File: src/hdl/adc_consts.svh
// every length counts clk cycles and the synchronizer depth must be 3 or more
`ifndef ADC_CONSTS_SVH
`define ADC_CONSTS_SVH

////////////////////////////////////////////////////////////
// sequencer phase lengths after power-up

// integrator held shorted for about 10 ms at a 10 MHz clk
`define ADC_DEFAULT_RESET_CYCLES 100000
// input integrated for about 0.1 s
`define ADC_DEFAULT_RUNUP_CYCLES 1000000
// width of every cycle count
`define ADC_COUNT_BITS 32

////////////////////////////////////////////////////////////
// serial side
`define ADC_SYNC_STAGES 3
`define SPI_BYTE_BITS 8
`define SPI_WORD_BITS 32
// argument bytes that follow a SET opcode
`define SPI_ARG_BYTES 4

`endif

File: src/hdl/adc_pkg.sv
// opcode bytes are fixed by the host software and any other byte is ignored
`include "adc_consts.svh"

package adc_pkg;

  // cycle count for phase lengths and the conversion result
  typedef logic [`ADC_COUNT_BITS-1:0] adc_count_t;

  // first byte of a command
  typedef enum logic [7:0] {
    OP_NONE      = 8'h00,
    OP_CONVERT   = 8'hcc,
    OP_SET_RESET = 8'ha1,
    OP_SET_RUNUP = 8'ha2
  } adc_opcode_e;

  // dual-slope phases
  // reset shorts the integrator, run-up takes the input
  // run-down takes the reference until the comparator falls
  typedef enum logic [1:0] {
    ST_IDLE,
    ST_RESET,
    ST_RUNUP,
    ST_RUNDOWN
  } adc_state_e;

endpackage

File: src/hdl/spi_pkg.sv
// widths follow the shared constants header and all SPI data travels MSB first
`include "adc_consts.svh"

package spi_pkg;

  // one byte shifted in on MOSI
  typedef logic [`SPI_BYTE_BITS-1:0] spi_byte_t;

  // readback word shifted out on MISO
  // holds the latched integration count
  typedef logic [`SPI_WORD_BITS-1:0] spi_word_t;

endpackage

File: src/hdl/adc_ctrl_if.sv
// no clock of its own and no back-pressure so a command is taken in the cycle it is valid
`timescale 1ns/1ps

interface adc_ctrl_if;
  import adc_pkg::*;

  // command from the decoder
  // cmd_valid is a one-cycle pulse
  logic        cmd_valid;
  adc_opcode_e opcode;
  // only meaningful with the SET opcodes
  adc_count_t  arg;

  // status from the sequencer
  logic        busy;
  // zero while a conversion runs
  adc_count_t  result;

  modport decoder (
    output cmd_valid,
    output opcode,
    output arg
  );

  modport sequencer (
    input  cmd_valid,
    input  opcode,
    input  arg,
    output busy,
    output result
  );

endinterface

File: src/hdl/adc_frontend_top.sv
// one slave on the bus so miso always drives and t_trigger may change at any time
`timescale 1ns/1ps

module adc_frontend_top (
  input  logic clk,
  input  logic rst_n,
  input  logic sck,
  input  logic ssel,
  input  logic mosi,
  input  logic t_trigger,
  output logic miso,
  output logic m_reset,
  output logic m_in,
  output logic m_ref,
  output logic led1,
  output logic led2,
  output logic led3,
  output logic led4
);
  import spi_pkg::*;

  adc_ctrl_if ctrl_bus ();

  spi_byte_t rx_byte;
  logic      rx_valid;
  logic      ssel_active;
  spi_word_t tx_word;

  // latched count goes straight back out on MISO
  assign tx_word = ctrl_bus.result;

  spi_slave_port u_spi (
    .clk         (clk),
    .rst_n       (rst_n),
    .sck         (sck),
    .ssel        (ssel),
    .mosi        (mosi),
    .tx_word     (tx_word),
    .miso        (miso),
    .rx_byte     (rx_byte),
    .rx_valid    (rx_valid),
    .ssel_active (ssel_active)
  );

  cmd_decoder u_dec (
    .clk         (clk),
    .rst_n       (rst_n),
    .ssel_active (ssel_active),
    .rx_byte     (rx_byte),
    .rx_valid    (rx_valid),
    .ctrl        (ctrl_bus.decoder)
  );

  dual_slope_sequencer u_seq (
    .clk       (clk),
    .rst_n     (rst_n),
    .t_trigger (t_trigger),
    .m_reset   (m_reset),
    .m_in      (m_in),
    .ctrl      (ctrl_bus.sequencer)
  );

  // analog switch takes either the input or the reference
  assign m_ref = ~m_in;

  // status LEDs
  assign led1 = m_reset;
  assign led2 = m_in;
  assign led3 = m_ref;
  assign led4 = t_trigger;

endmodule

File: src/hdl/cmd_decoder.sv
// SET arguments must arrive in the same transaction as their opcode or they are dropped
`timescale 1ns/1ps
`include "adc_consts.svh"

module cmd_decoder (
  input  logic               clk,
  input  logic               rst_n,
  input  logic               ssel_active,
  input  spi_pkg::spi_byte_t rx_byte,
  input  logic               rx_valid,
  adc_ctrl_if.decoder        ctrl
);
  import adc_pkg::*;

  typedef enum logic {
    DEC_OPCODE,
    DEC_ARG
  } dec_state_e;

  localparam int ARG_CNT_W = $clog2(`SPI_ARG_BYTES);
  localparam int ARG_W     = $bits(adc_count_t);
  localparam int BYTE_W    = $bits(rx_byte);

  dec_state_e           dec_state;
  logic [ARG_CNT_W-1:0] arg_cnt;
  adc_opcode_e          byte_op;

  // map a raw byte to an opcode
  always_comb
  begin
    case (rx_byte)
      OP_CONVERT:   byte_op = OP_CONVERT;
      OP_SET_RESET: byte_op = OP_SET_RESET;
      OP_SET_RUNUP: byte_op = OP_SET_RUNUP;
      default:      byte_op = OP_NONE;
    endcase
  end

  always_ff @(posedge clk or negedge rst_n)
  begin
    if (!rst_n)
    begin
      dec_state      <= DEC_OPCODE;
      arg_cnt        <= '0;
      ctrl.cmd_valid <= 1'b0;
      ctrl.opcode    <= OP_NONE;
    end
    else
    begin
      ctrl.cmd_valid <= 1'b0;
      // ssel rising throws away a half-read argument
      if (!ssel_active)
        dec_state <= DEC_OPCODE;
      else if (rx_valid)
      begin
        case (dec_state)
          DEC_OPCODE:
          begin
            // opcode stays put while the argument comes in
            ctrl.opcode <= byte_op;
            arg_cnt     <= '0;
            if (byte_op == OP_CONVERT)
              ctrl.cmd_valid <= 1'b1;
            else if (byte_op != OP_NONE)
              dec_state <= DEC_ARG;
          end
          DEC_ARG:
          begin
            arg_cnt <= arg_cnt + 1'b1;
            if (arg_cnt == ARG_CNT_W'(`SPI_ARG_BYTES - 1))
            begin
              ctrl.cmd_valid <= 1'b1;
              dec_state      <= DEC_OPCODE;
            end
          end
          default: dec_state <= DEC_OPCODE;
        endcase
      end
    end
  end

  // argument bytes shift in MSB first
  always_ff @(posedge clk)
  begin
    if (rx_valid && ssel_active && (dec_state == DEC_ARG))
      ctrl.arg <= {ctrl.arg[ARG_W-BYTE_W-1:0], rx_byte};
  end

  // one pulse per command
  a_single_pulse: assert property (
    @(posedge clk) disable iff (!rst_n)
    ctrl.cmd_valid |=> !ctrl.cmd_valid
  );

endmodule

File: src/hdl/dual_slope_sequencer.sv
// phase lengths must be at least 1 and run-down hangs until the comparator falls or a new CONVERT
`timescale 1ns/1ps
`include "adc_consts.svh"

module dual_slope_sequencer (
  input  logic          clk,
  input  logic          rst_n,
  input  logic          t_trigger,
  output logic          m_reset,
  output logic          m_in,
  adc_ctrl_if.sequencer ctrl
);
  import adc_pkg::*;

  localparam int SYNC_N = `ADC_SYNC_STAGES;

  adc_state_e        state;
  adc_count_t        reset_cycles;
  adc_count_t        runup_cycles;
  // counts clocks inside the current phase
  adc_count_t        phase_cnt;
  // counts clocks since m_reset rose
  adc_count_t        integ_cnt;
  logic [SYNC_N-1:0] trig_sync;
  logic              trig_fall;
  logic              start;

  // a CONVERT also restarts a running conversion
  assign start = ctrl.cmd_valid && (ctrl.opcode == OP_CONVERT);

  ////////////////////////////////////////////////////////////
  // phase length registers
  always_ff @(posedge clk or negedge rst_n)
  begin
    if (!rst_n)
    begin
      reset_cycles <= adc_count_t'(`ADC_DEFAULT_RESET_CYCLES);
      runup_cycles <= adc_count_t'(`ADC_DEFAULT_RUNUP_CYCLES);
    end
    else if (ctrl.cmd_valid)
    begin
      case (ctrl.opcode)
        OP_SET_RESET: reset_cycles <= ctrl.arg;
        OP_SET_RUNUP: runup_cycles <= ctrl.arg;
        default:      ;
      endcase
    end
  end

  ////////////////////////////////////////////////////////////
  // comparator synchronizer
  always_ff @(posedge clk or negedge rst_n)
  begin
    if (!rst_n)
      trig_sync <= '0;
    else
      trig_sync <= {trig_sync[SYNC_N-2:0], t_trigger};
  end

  // integrator crossed zero
  assign trig_fall = ~trig_sync[SYNC_N-2] & trig_sync[SYNC_N-1];

  ////////////////////////////////////////////////////////////
  // phase FSM
  always_ff @(posedge clk or negedge rst_n)
  begin
    if (!rst_n)
    begin
      state       <= ST_IDLE;
      ctrl.busy   <= 1'b0;
      m_reset     <= 1'b0;
      m_in        <= 1'b0;
      phase_cnt   <= '0;
      integ_cnt   <= '0;
      ctrl.result <= '0;
    end
    else if (start)
    begin
      // short the integrator and hide the old result
      state       <= ST_RESET;
      ctrl.busy   <= 1'b1;
      m_reset     <= 1'b0;
      m_in        <= 1'b0;
      phase_cnt   <= adc_count_t'(1);
      ctrl.result <= '0;
    end
    else
    begin
      phase_cnt <= phase_cnt + 1'b1;
      integ_cnt <= integ_cnt + 1'b1;
      case (state)
        ST_RESET:
        begin
          if (phase_cnt == reset_cycles)
          begin
            // release the short and start on the input
            m_reset   <= 1'b1;
            phase_cnt <= adc_count_t'(1);
            integ_cnt <= adc_count_t'(1);
            state     <= ST_RUNUP;
          end
        end
        ST_RUNUP:
        begin
          // swap to the reference
          if (phase_cnt == runup_cycles)
          begin
            m_in  <= 1'b1;
            state <= ST_RUNDOWN;
          end
        end
        ST_RUNDOWN:
        begin
          if (trig_fall)
          begin
            m_reset     <= 1'b0;
            m_in        <= 1'b0;
            // clocks that m_reset was high
            ctrl.result <= integ_cnt;
            ctrl.busy   <= 1'b0;
            state       <= ST_IDLE;
          end
        end
        // idle just waits for CONVERT
        default: ;
      endcase
    end
  end

  // reference only switched in while integrating
  a_in_needs_reset: assert property (
    @(posedge clk) disable iff (!rst_n)
    m_in |-> m_reset
  );

  a_busy_tracks_state: assert property (
    @(posedge clk) disable iff (!rst_n)
    (state == ST_IDLE) == !ctrl.busy
  );

endmodule

File: src/hdl/spi_slave_port.sv
// SPI mode 0 with one slave on the bus and SCK half-periods of at least 4 clk cycles
`timescale 1ns/1ps
`include "adc_consts.svh"

module spi_slave_port (
  input  logic               clk,
  input  logic               rst_n,
  input  logic               sck,
  input  logic               ssel,
  input  logic               mosi,
  input  spi_pkg::spi_word_t tx_word,
  output logic               miso,
  output spi_pkg::spi_byte_t rx_byte,
  output logic               rx_valid,
  output logic               ssel_active
);
  import spi_pkg::*;

  localparam int SYNC_N = `ADC_SYNC_STAGES;
  localparam int BYTE_W = $bits(spi_byte_t);
  localparam int WORD_W = $bits(spi_word_t);

  logic [SYNC_N-1:0] sck_sync;
  logic [SYNC_N-1:0] ssel_sync;
  logic [SYNC_N-2:0] mosi_sync;
  logic              sck_rise;
  logic              sck_fall;
  logic              ssel_fall;
  logic              mosi_bit;
  logic [$clog2(BYTE_W)-1:0] bit_cnt;
  spi_byte_t         rx_shift;
  spi_word_t         tx_shift;

  ////////////////////////////////////////////////////////////
  // input synchronizers
  // ssel idles high so it starts inactive
  always_ff @(posedge clk or negedge rst_n)
  begin
    if (!rst_n)
    begin
      sck_sync  <= '0;
      ssel_sync <= '1;
      mosi_sync <= '0;
    end
    else
    begin
      sck_sync  <= {sck_sync[SYNC_N-2:0], sck};
      ssel_sync <= {ssel_sync[SYNC_N-2:0], ssel};
      mosi_sync <= {mosi_sync[SYNC_N-3:0], mosi};
    end
  end

  // last stage only remembers the previous level for edge detection
  assign sck_rise    = sck_sync[SYNC_N-2] & ~sck_sync[SYNC_N-1];
  assign sck_fall    = ~sck_sync[SYNC_N-2] & sck_sync[SYNC_N-1];
  assign ssel_fall   = ~ssel_sync[SYNC_N-2] & ssel_sync[SYNC_N-1];
  assign ssel_active = ~ssel_sync[SYNC_N-2];
  // sampled at the same depth as sck so the bit lines up with its rise
  assign mosi_bit    = mosi_sync[SYNC_N-2];

  ////////////////////////////////////////////////////////////
  // receive path
  always_ff @(posedge clk or negedge rst_n)
  begin
    if (!rst_n)
    begin
      bit_cnt  <= '0;
      rx_valid <= 1'b0;
    end
    else
    begin
      // pulse once the eighth bit is in
      rx_valid <= ssel_active && sck_rise && (bit_cnt == '1);
      // realigns on every new transaction
      if (!ssel_active)
        bit_cnt <= '0;
      else if (sck_rise)
        bit_cnt <= bit_cnt + 1'b1;
    end
  end

  // MSB arrives first
  always_ff @(posedge clk)
  begin
    if (ssel_active && sck_rise)
      rx_shift <= {rx_shift[BYTE_W-2:0], mosi_bit};
  end

  assign rx_byte = rx_shift;

  ////////////////////////////////////////////////////////////
  // transmit path
  // word captured at the start of every transaction
  always_ff @(posedge clk or negedge rst_n)
  begin
    if (!rst_n)
      tx_shift <= '0;
    else if (ssel_fall)
      tx_shift <= tx_word;
    else if (ssel_active && sck_fall)
      tx_shift <= {tx_shift[WORD_W-2:0], 1'b0};
  end

  // master samples on the next rise
  assign miso = tx_shift[WORD_W-1];

  // a byte only completes inside a transaction
  a_rx_inside_frame: assert property (
    @(posedge clk) disable iff (!rst_n)
    rx_valid |-> ssel_active
  );

endmodule

File: config.mk
export PLATFORM = sky130hd
export DESIGN_NAME = adc_frontend_top
export DESIGN_NICKNAME = d
export VERILOG_FILES = /design/src/hdl/adc_pkg.sv /design/src/hdl/spi_pkg.sv /design/src/hdl/adc_ctrl_if.sv /design/src/hdl/adc_frontend_top.sv /design/src/hdl/cmd_decoder.sv /design/src/hdl/dual_slope_sequencer.sv /design/src/hdl/spi_slave_port.sv
export VERILOG_INCLUDE_DIRS = /design/src /design/src/hdl
export SDC_FILE = /design/constraint.sdc
export NUM_CORES = 1
export LEC_CHECK = 0
export ABC_AREA = 1
export BUFFER_PORTS_ARGS = -buffer_cell sky130_fd_sc_hd__buf_2
export CAP_MARGIN = 10
export CORE_UTILIZATION = 45
export DETAILED_ROUTE_END_ITERATION = 8
export SYNTH_ARGS = -nofsm -noshare
export SYNTH_HDL_FRONTEND = slang
export SYNTH_SLANG_ARGS = --single-unit
File: constraint.sdc
create_clock -name clk -period 3.54 [get_ports clk]
set_clock_uncertainty 0.05 [all_clocks]
set_input_delay 0.531 -clock clk [delete_from_list [all_inputs] [get_ports clk]]
set_output_delay 0.531 -clock clk [all_outputs]
set_load 0.005 [all_outputs]
Word-level counts from Yosys, hierarchy flattened
Cells that the tools add are included.

Register bits after elaboration: 263. Input port bits: 6.

Add/sub/neg operators: 4. Eq/ne operators: 17. Multiplexer cells: 37. Bitwise operators: 10. Reductions and logical operators: 23.

Operators with widths (count): 32-bit 2-to-1 mux (10); 32-bit by 1-bit adder with 32-bit output (second input constant) (2); 32-bit equality test (2); 8-bit equality test (second input constant) (7); 8-bit case mux with 3 select lines (1); 1-bit 2-to-1 mux (14); 2-bit nonzero test (5); 3-bit by 1-bit != test with 1-bit output (second input constant) (3); 3-bit AND reduction (3); 2-bit 2-to-1 mux (4); 1-bit case mux with 2 select lines (4); 2-bit AND reduction (4); 8-bit nonzero test (1); 2-bit equality test (second input constant) (3); 1-bit logical AND (6); 3-bit 2-to-1 mux (2); 1-bit inverter (6); 2-bit case mux with 3 select lines (1); 3-bit nonzero test (2); 1-bit bitwise AND (4); 2-bit case mux with 2 select lines (1); 4-bit AND reduction (1); 4-bit nonzero test (1); 3-bit by 1-bit adder with 3-bit output (second input constant) (1); 3 further kinds (3).

Logic depth before layout (Yosys ltp)
Word-level depth: 8. Gate-level depth with buffers: 13. Depth with buffers taken out: 12.

Hierarchy
Synthesis repeated with hierarchy kept, for this count alone.

Cells, all modules: 1429. Area, all modules: 12480.7 µm².

Modules (own cells, without submodules): dual_slope_sequencer (times used 1, cells each 1045, area each 8568.2 µm², seq. area each 4220.3 µm²); spi_slave_port (times used 1, cells each 282, area each 2408.6 µm², seq. area each 1345.0 µm²); cmd_decoder (times used 1, cells each 97, area each 1470.2 µm², seq. area each 1186.1 µm²); adc_frontend_top (times used 1, cells each 5, area each 33.8 µm², seq. area each 0.0 µm²).

Worst setup path after synthesis
No wires, ideal clock.

Path kind: register to register. Start: register u_spi.ssel_sync[1]. End: register u_dec.ctrl.arg[0], enable pin. Library setup time: 0.424 ns. Data arrival time: 2.054 ns. Slack: 1.012 ns. Stages on the path, launching flop included: 4. Path buffers: 0. Clock period less this slack: 2.528 ns. Cells stage by stage: dfstp_2 > nor2_1 > inv_1 > nor2_1.

Word-level cells in the longest chain between the ends: 3.

RTL lines: start, declared (RTL line spi_slave_port.sv:24) `logic [SYNC_N-1:0] ssel_sync;`; start signal, assigned (RTL line spi_slave_port.sv:48) `ssel_sync <= {ssel_sync[SYNC_N-2:0], ssel};`; 1-bit inverter (no source line); 1-bit logical AND (2 in series) (RTL line cmd_decoder.sv:85) `if (rx_valid && ssel_active && (dec_state == DEC_ARG))`; end signal, assigned (RTL line cmd_decoder.sv:86) `ctrl.arg <= {ctrl.arg[ARG_W-BYTE_W-1:0], rx_byte};`; end, declared (RTL line adc_ctrl_if.sv:22) `output arg`.

Every way passes these cells. A chain may end at the register's enable or synchronous reset.

Worst setup path in the final report
Start: register u_seq.phase_cnt[25]. End: register u_seq.phase_cnt[0].

Word-level cells in the longest chain between the ends: 4.

RTL lines: start, declared (RTL line dual_slope_sequencer.sv:21) `adc_count_t phase_cnt;`; start signal, assigned (RTL line dual_slope_sequencer.sv:84) `phase_cnt <= adc_count_t'(1);`; start signal, assigned (RTL line dual_slope_sequencer.sv:89) `phase_cnt <= phase_cnt + 1'b1;`; start signal, assigned (RTL line dual_slope_sequencer.sv:98) `phase_cnt <= adc_count_t'(1);`; 32-bit equality test (RTL line dual_slope_sequencer.sv:94) `if (phase_cnt == reset_cycles)`; 32-bit 2-to-1 mux (RTL line dual_slope_sequencer.sv:94); 32-bit 2-to-1 mux (RTL line dual_slope_sequencer.sv:91) `case (state)`; 32-bit 2-to-1 mux (RTL line dual_slope_sequencer.sv:77) `else if (start)`.

Every way passes these cells.

==> metrics.yaml <==
layout-drive-gt1-share: 0.09255
mostFrequentLayoutCells: "313 x nand2_1, 204 x dfrtp_1, 176 x inv_1, 130 x nor2_1, 102 x o21ai_0"
cts.path.max_buffers: 3
fmax_mhz: 444.3
die_x_um: 166.8
syn_to_final_growth_pct: 9.312
drcViolationCount: 0
portBuffers: 13
viasPerCell: 4.902
firstDrtPassIters: 7
worstPathRequired_ns: 3.96
cts-hold-fix-buffers: 0
synth_edf_count: 40
synth_nets: 1385
setup_viol: 0
cts_made_buffers: 28
wirelength_um: 23820
ys_ff_latch: 260
cts_tree: "done"
cts_resized: 0
power_density_nw_per_um2: 455.9
die_height_um: 166.8
tns_ns: 0
avgSynthCellArea_um2: 8.926
cp-start-kind: "flip-flop"
wire_per_inst_um: 13.87
arrival_ns: 2.67
async_reset_ff_frac: 0.8462
worstSetupPathType: "reg -> reg"
initial_utilization: 0.4640
synthFlopType: "dfrtp_1"
end_kind: "flip-flop"
path_clk_slew_ns: 0.06
insertion_delay_ns: 0.53
fp.coreArea_um2: 26350
slew_headroom: 0.2819
p_leak_nw: 6.151
r2r_slack_ns: 1.29
timing_hold_violations_final: 0
layout_commonest_cell: "nand2_1"
place_ws_ns: 1.346
ant_nets: 0
ioPinCount: 14
worst_pin_slew_ns: 1.075
grt_usage: 0.1826
h-tree-depth: 1
finalMaxSlewViolations: 0
post_cts.repair.setup_buffers: 0
vdd_drop_max_uv: 456.4
vias: 8421
dieArea_um2: 27840
synthDistinctLibCells: 45
cp_max_fo: 32
synthCells: 1370
place.gp.congestion: 0.8886
antenna_found_initial: 0
grt_pass1_vias: 8376
antenna_cells: 0
hp-class: "in -> async"
drt-initial-drc-count: 651
grt_max_degree: 112
post-dp-hpwl_um: 16340
status: "complete, no violations"
grt_pass1_wl_um: 42150
yosysWarningCount: 0
synth.cell_area_um2: 12230
fin_ws_ns: 1.289
globalRouteOverflowTotal: 0
drv_cap: 0
rows: 59
rsz0062_at_grt: "no"
yosysSeqAreaShare: 0.5501
clkSinkCount: 260
fin_crit_sh: 0.6358
root_buffer: "clkbuf_16"
nNetsFinal: 1377
period_minus_slack_ns: 2.251
## report_power, final
group	internal, mW	total (mW)	switching, mW
combinational	0.0687	0.201	0.132
clock	1.61	2.73	1.12
sequential	3.12	3.16	0.0462
total	4.79	6.09	1.30
## path summary, 6_finish.rpt
path | startpoint | end | cells past startpoint
hold / removal | rst_n | u_spi.mosi_sync[1]$_DFF_PN0_ | 1
setup / recovery | u_seq.phase_cnt[25]$_DFF_PN0_ | u_seq.phase_cnt[0]$_DFF_PN0_ | 9
hold reg to reg | u_spi.mosi_sync[0]$_DFF_PN0_ | u_spi.mosi_sync[1]$_DFF_PN0_ | 0
setup reg to reg | u_seq.phase_cnt[25]$_DFF_PN0_ | u_seq.phase_cnt[0]$_DFF_PN0_ | 9
max in group asynchronous | rst_n | u_seq.runup_cycles[19]$_DFFE_PN1P_ | 2
min in group clk | ssel | u_spi.ssel_sync[0]$_DFF_PN1_ | 1
## Yosys cell counts (5+ instances only)
cell type	instances	share of area
nand2_1	313	0.096
dfrtp_1	204	0.42
inv_1	176	0.054
nor2_1	131	0.040
o21ai_0	102	0.042
nand3_1	68	0.028
xnor2_1	62	0.044
edfxtp_1	40	0.098
a31oi_1	31	0.016
clkbuf_1	26	0.0080
nand4_1	24	0.012
xor2_1	22	0.016
nor3_1	20	0.0082
buf_2	17	0.0070
a21oi_1	16	0.0065
dfstp_2	16	0.034
ha_1	9	0.0092
or2_2	9	0.0046
buf_6	8	0.0074
clkbuf_2	8	0.0033
buf_4	7	0.0043
nor2_2	7	0.0036
nor4_1	7	0.0036
nand2_2	6	0.0031
nor3_2	5	0.0041
## routing by layer
metal | up-vias | GRT usage | wire length, um
met4 | 0 | 0.04026 | 356
li1 | 4344 | - | -
met1 | 3920 | 0.2839 | 12560
met5 | - | 0 | 0
met2 | 132 | 0.2701 | 9979
met3 | 25 | 0.02329 | 931
## flip-flops by register name (all words and copies together), names as in the netlist, 3 cells and up
| name | count |
|---|---|
| u_seq.runup_cycles | 32 |
| u_spi.rx_byte | 8 |
| u_dec.ctrl.arg | 32 |
| u_spi.bit_cnt | 3 |
| u_seq.ctrl.result | 32 |
| u_seq.integ_cnt | 32 |
| u_spi.tx_shift | 32 |
| u_seq.reset_cycles | 32 |
| u_spi.sck_sync | 3 |
| u_dec.ctrl.opcode | 5 |
| u_seq.phase_cnt | 32 |
| u_spi.ssel_sync | 3 |
| u_seq.trig_sync | 3 |
## stage by stage
step	util	total power, mW	instances	area, um2	hold WS, ns
after detailed placement	0.4742	3.425	1667	12500	0.2878
after CTS	0.5072	6.197	1718	13370	0.02926
after floorplan	-	3.324	1370	12230	0.1854
final	0.5072	6.094	1718	13370	0.009243
after global routing	0.5072	6.369	1718	13370	0.02827
after global placement	0.4742	3.418	1667	12500	0.2847
## cells by family after synthesis
logic type | after synthesis | synth area share
xor gates and xnor gates | 84 | 0.06017
DFF | 260 | 0.5501
adders and majority gates | 9 | 0.009209
buffers and inverters | 243 | 0.08421
AOI/OAI and AO/OA | 167 | 0.07787
and+or+nand+nor | 607 | 0.2185
## critical path, cell delays in order (launching register included)
cell and delay (ns):
dfrtp_1 0.46, xnor2_1 0.17, nand2_1 0.07, nor2_1 0.15, nand2_1 0.10, nor2_1 0.34, nand2_2 0.16, o21ai_4 0.15
buf_4 0.36, or2_2 0.18
## area by class of cell
cell class	instances	area (um2)
clock inverter	5	28.78
fill	2417	12990
timing repair buffer	28	200.2
multi-input combinational	867	4488
sequential	260	6726
clock buffer	46	839.6
tap	335	419.2
inverter	177	664.4
Power figures use the tool's default switching activity.
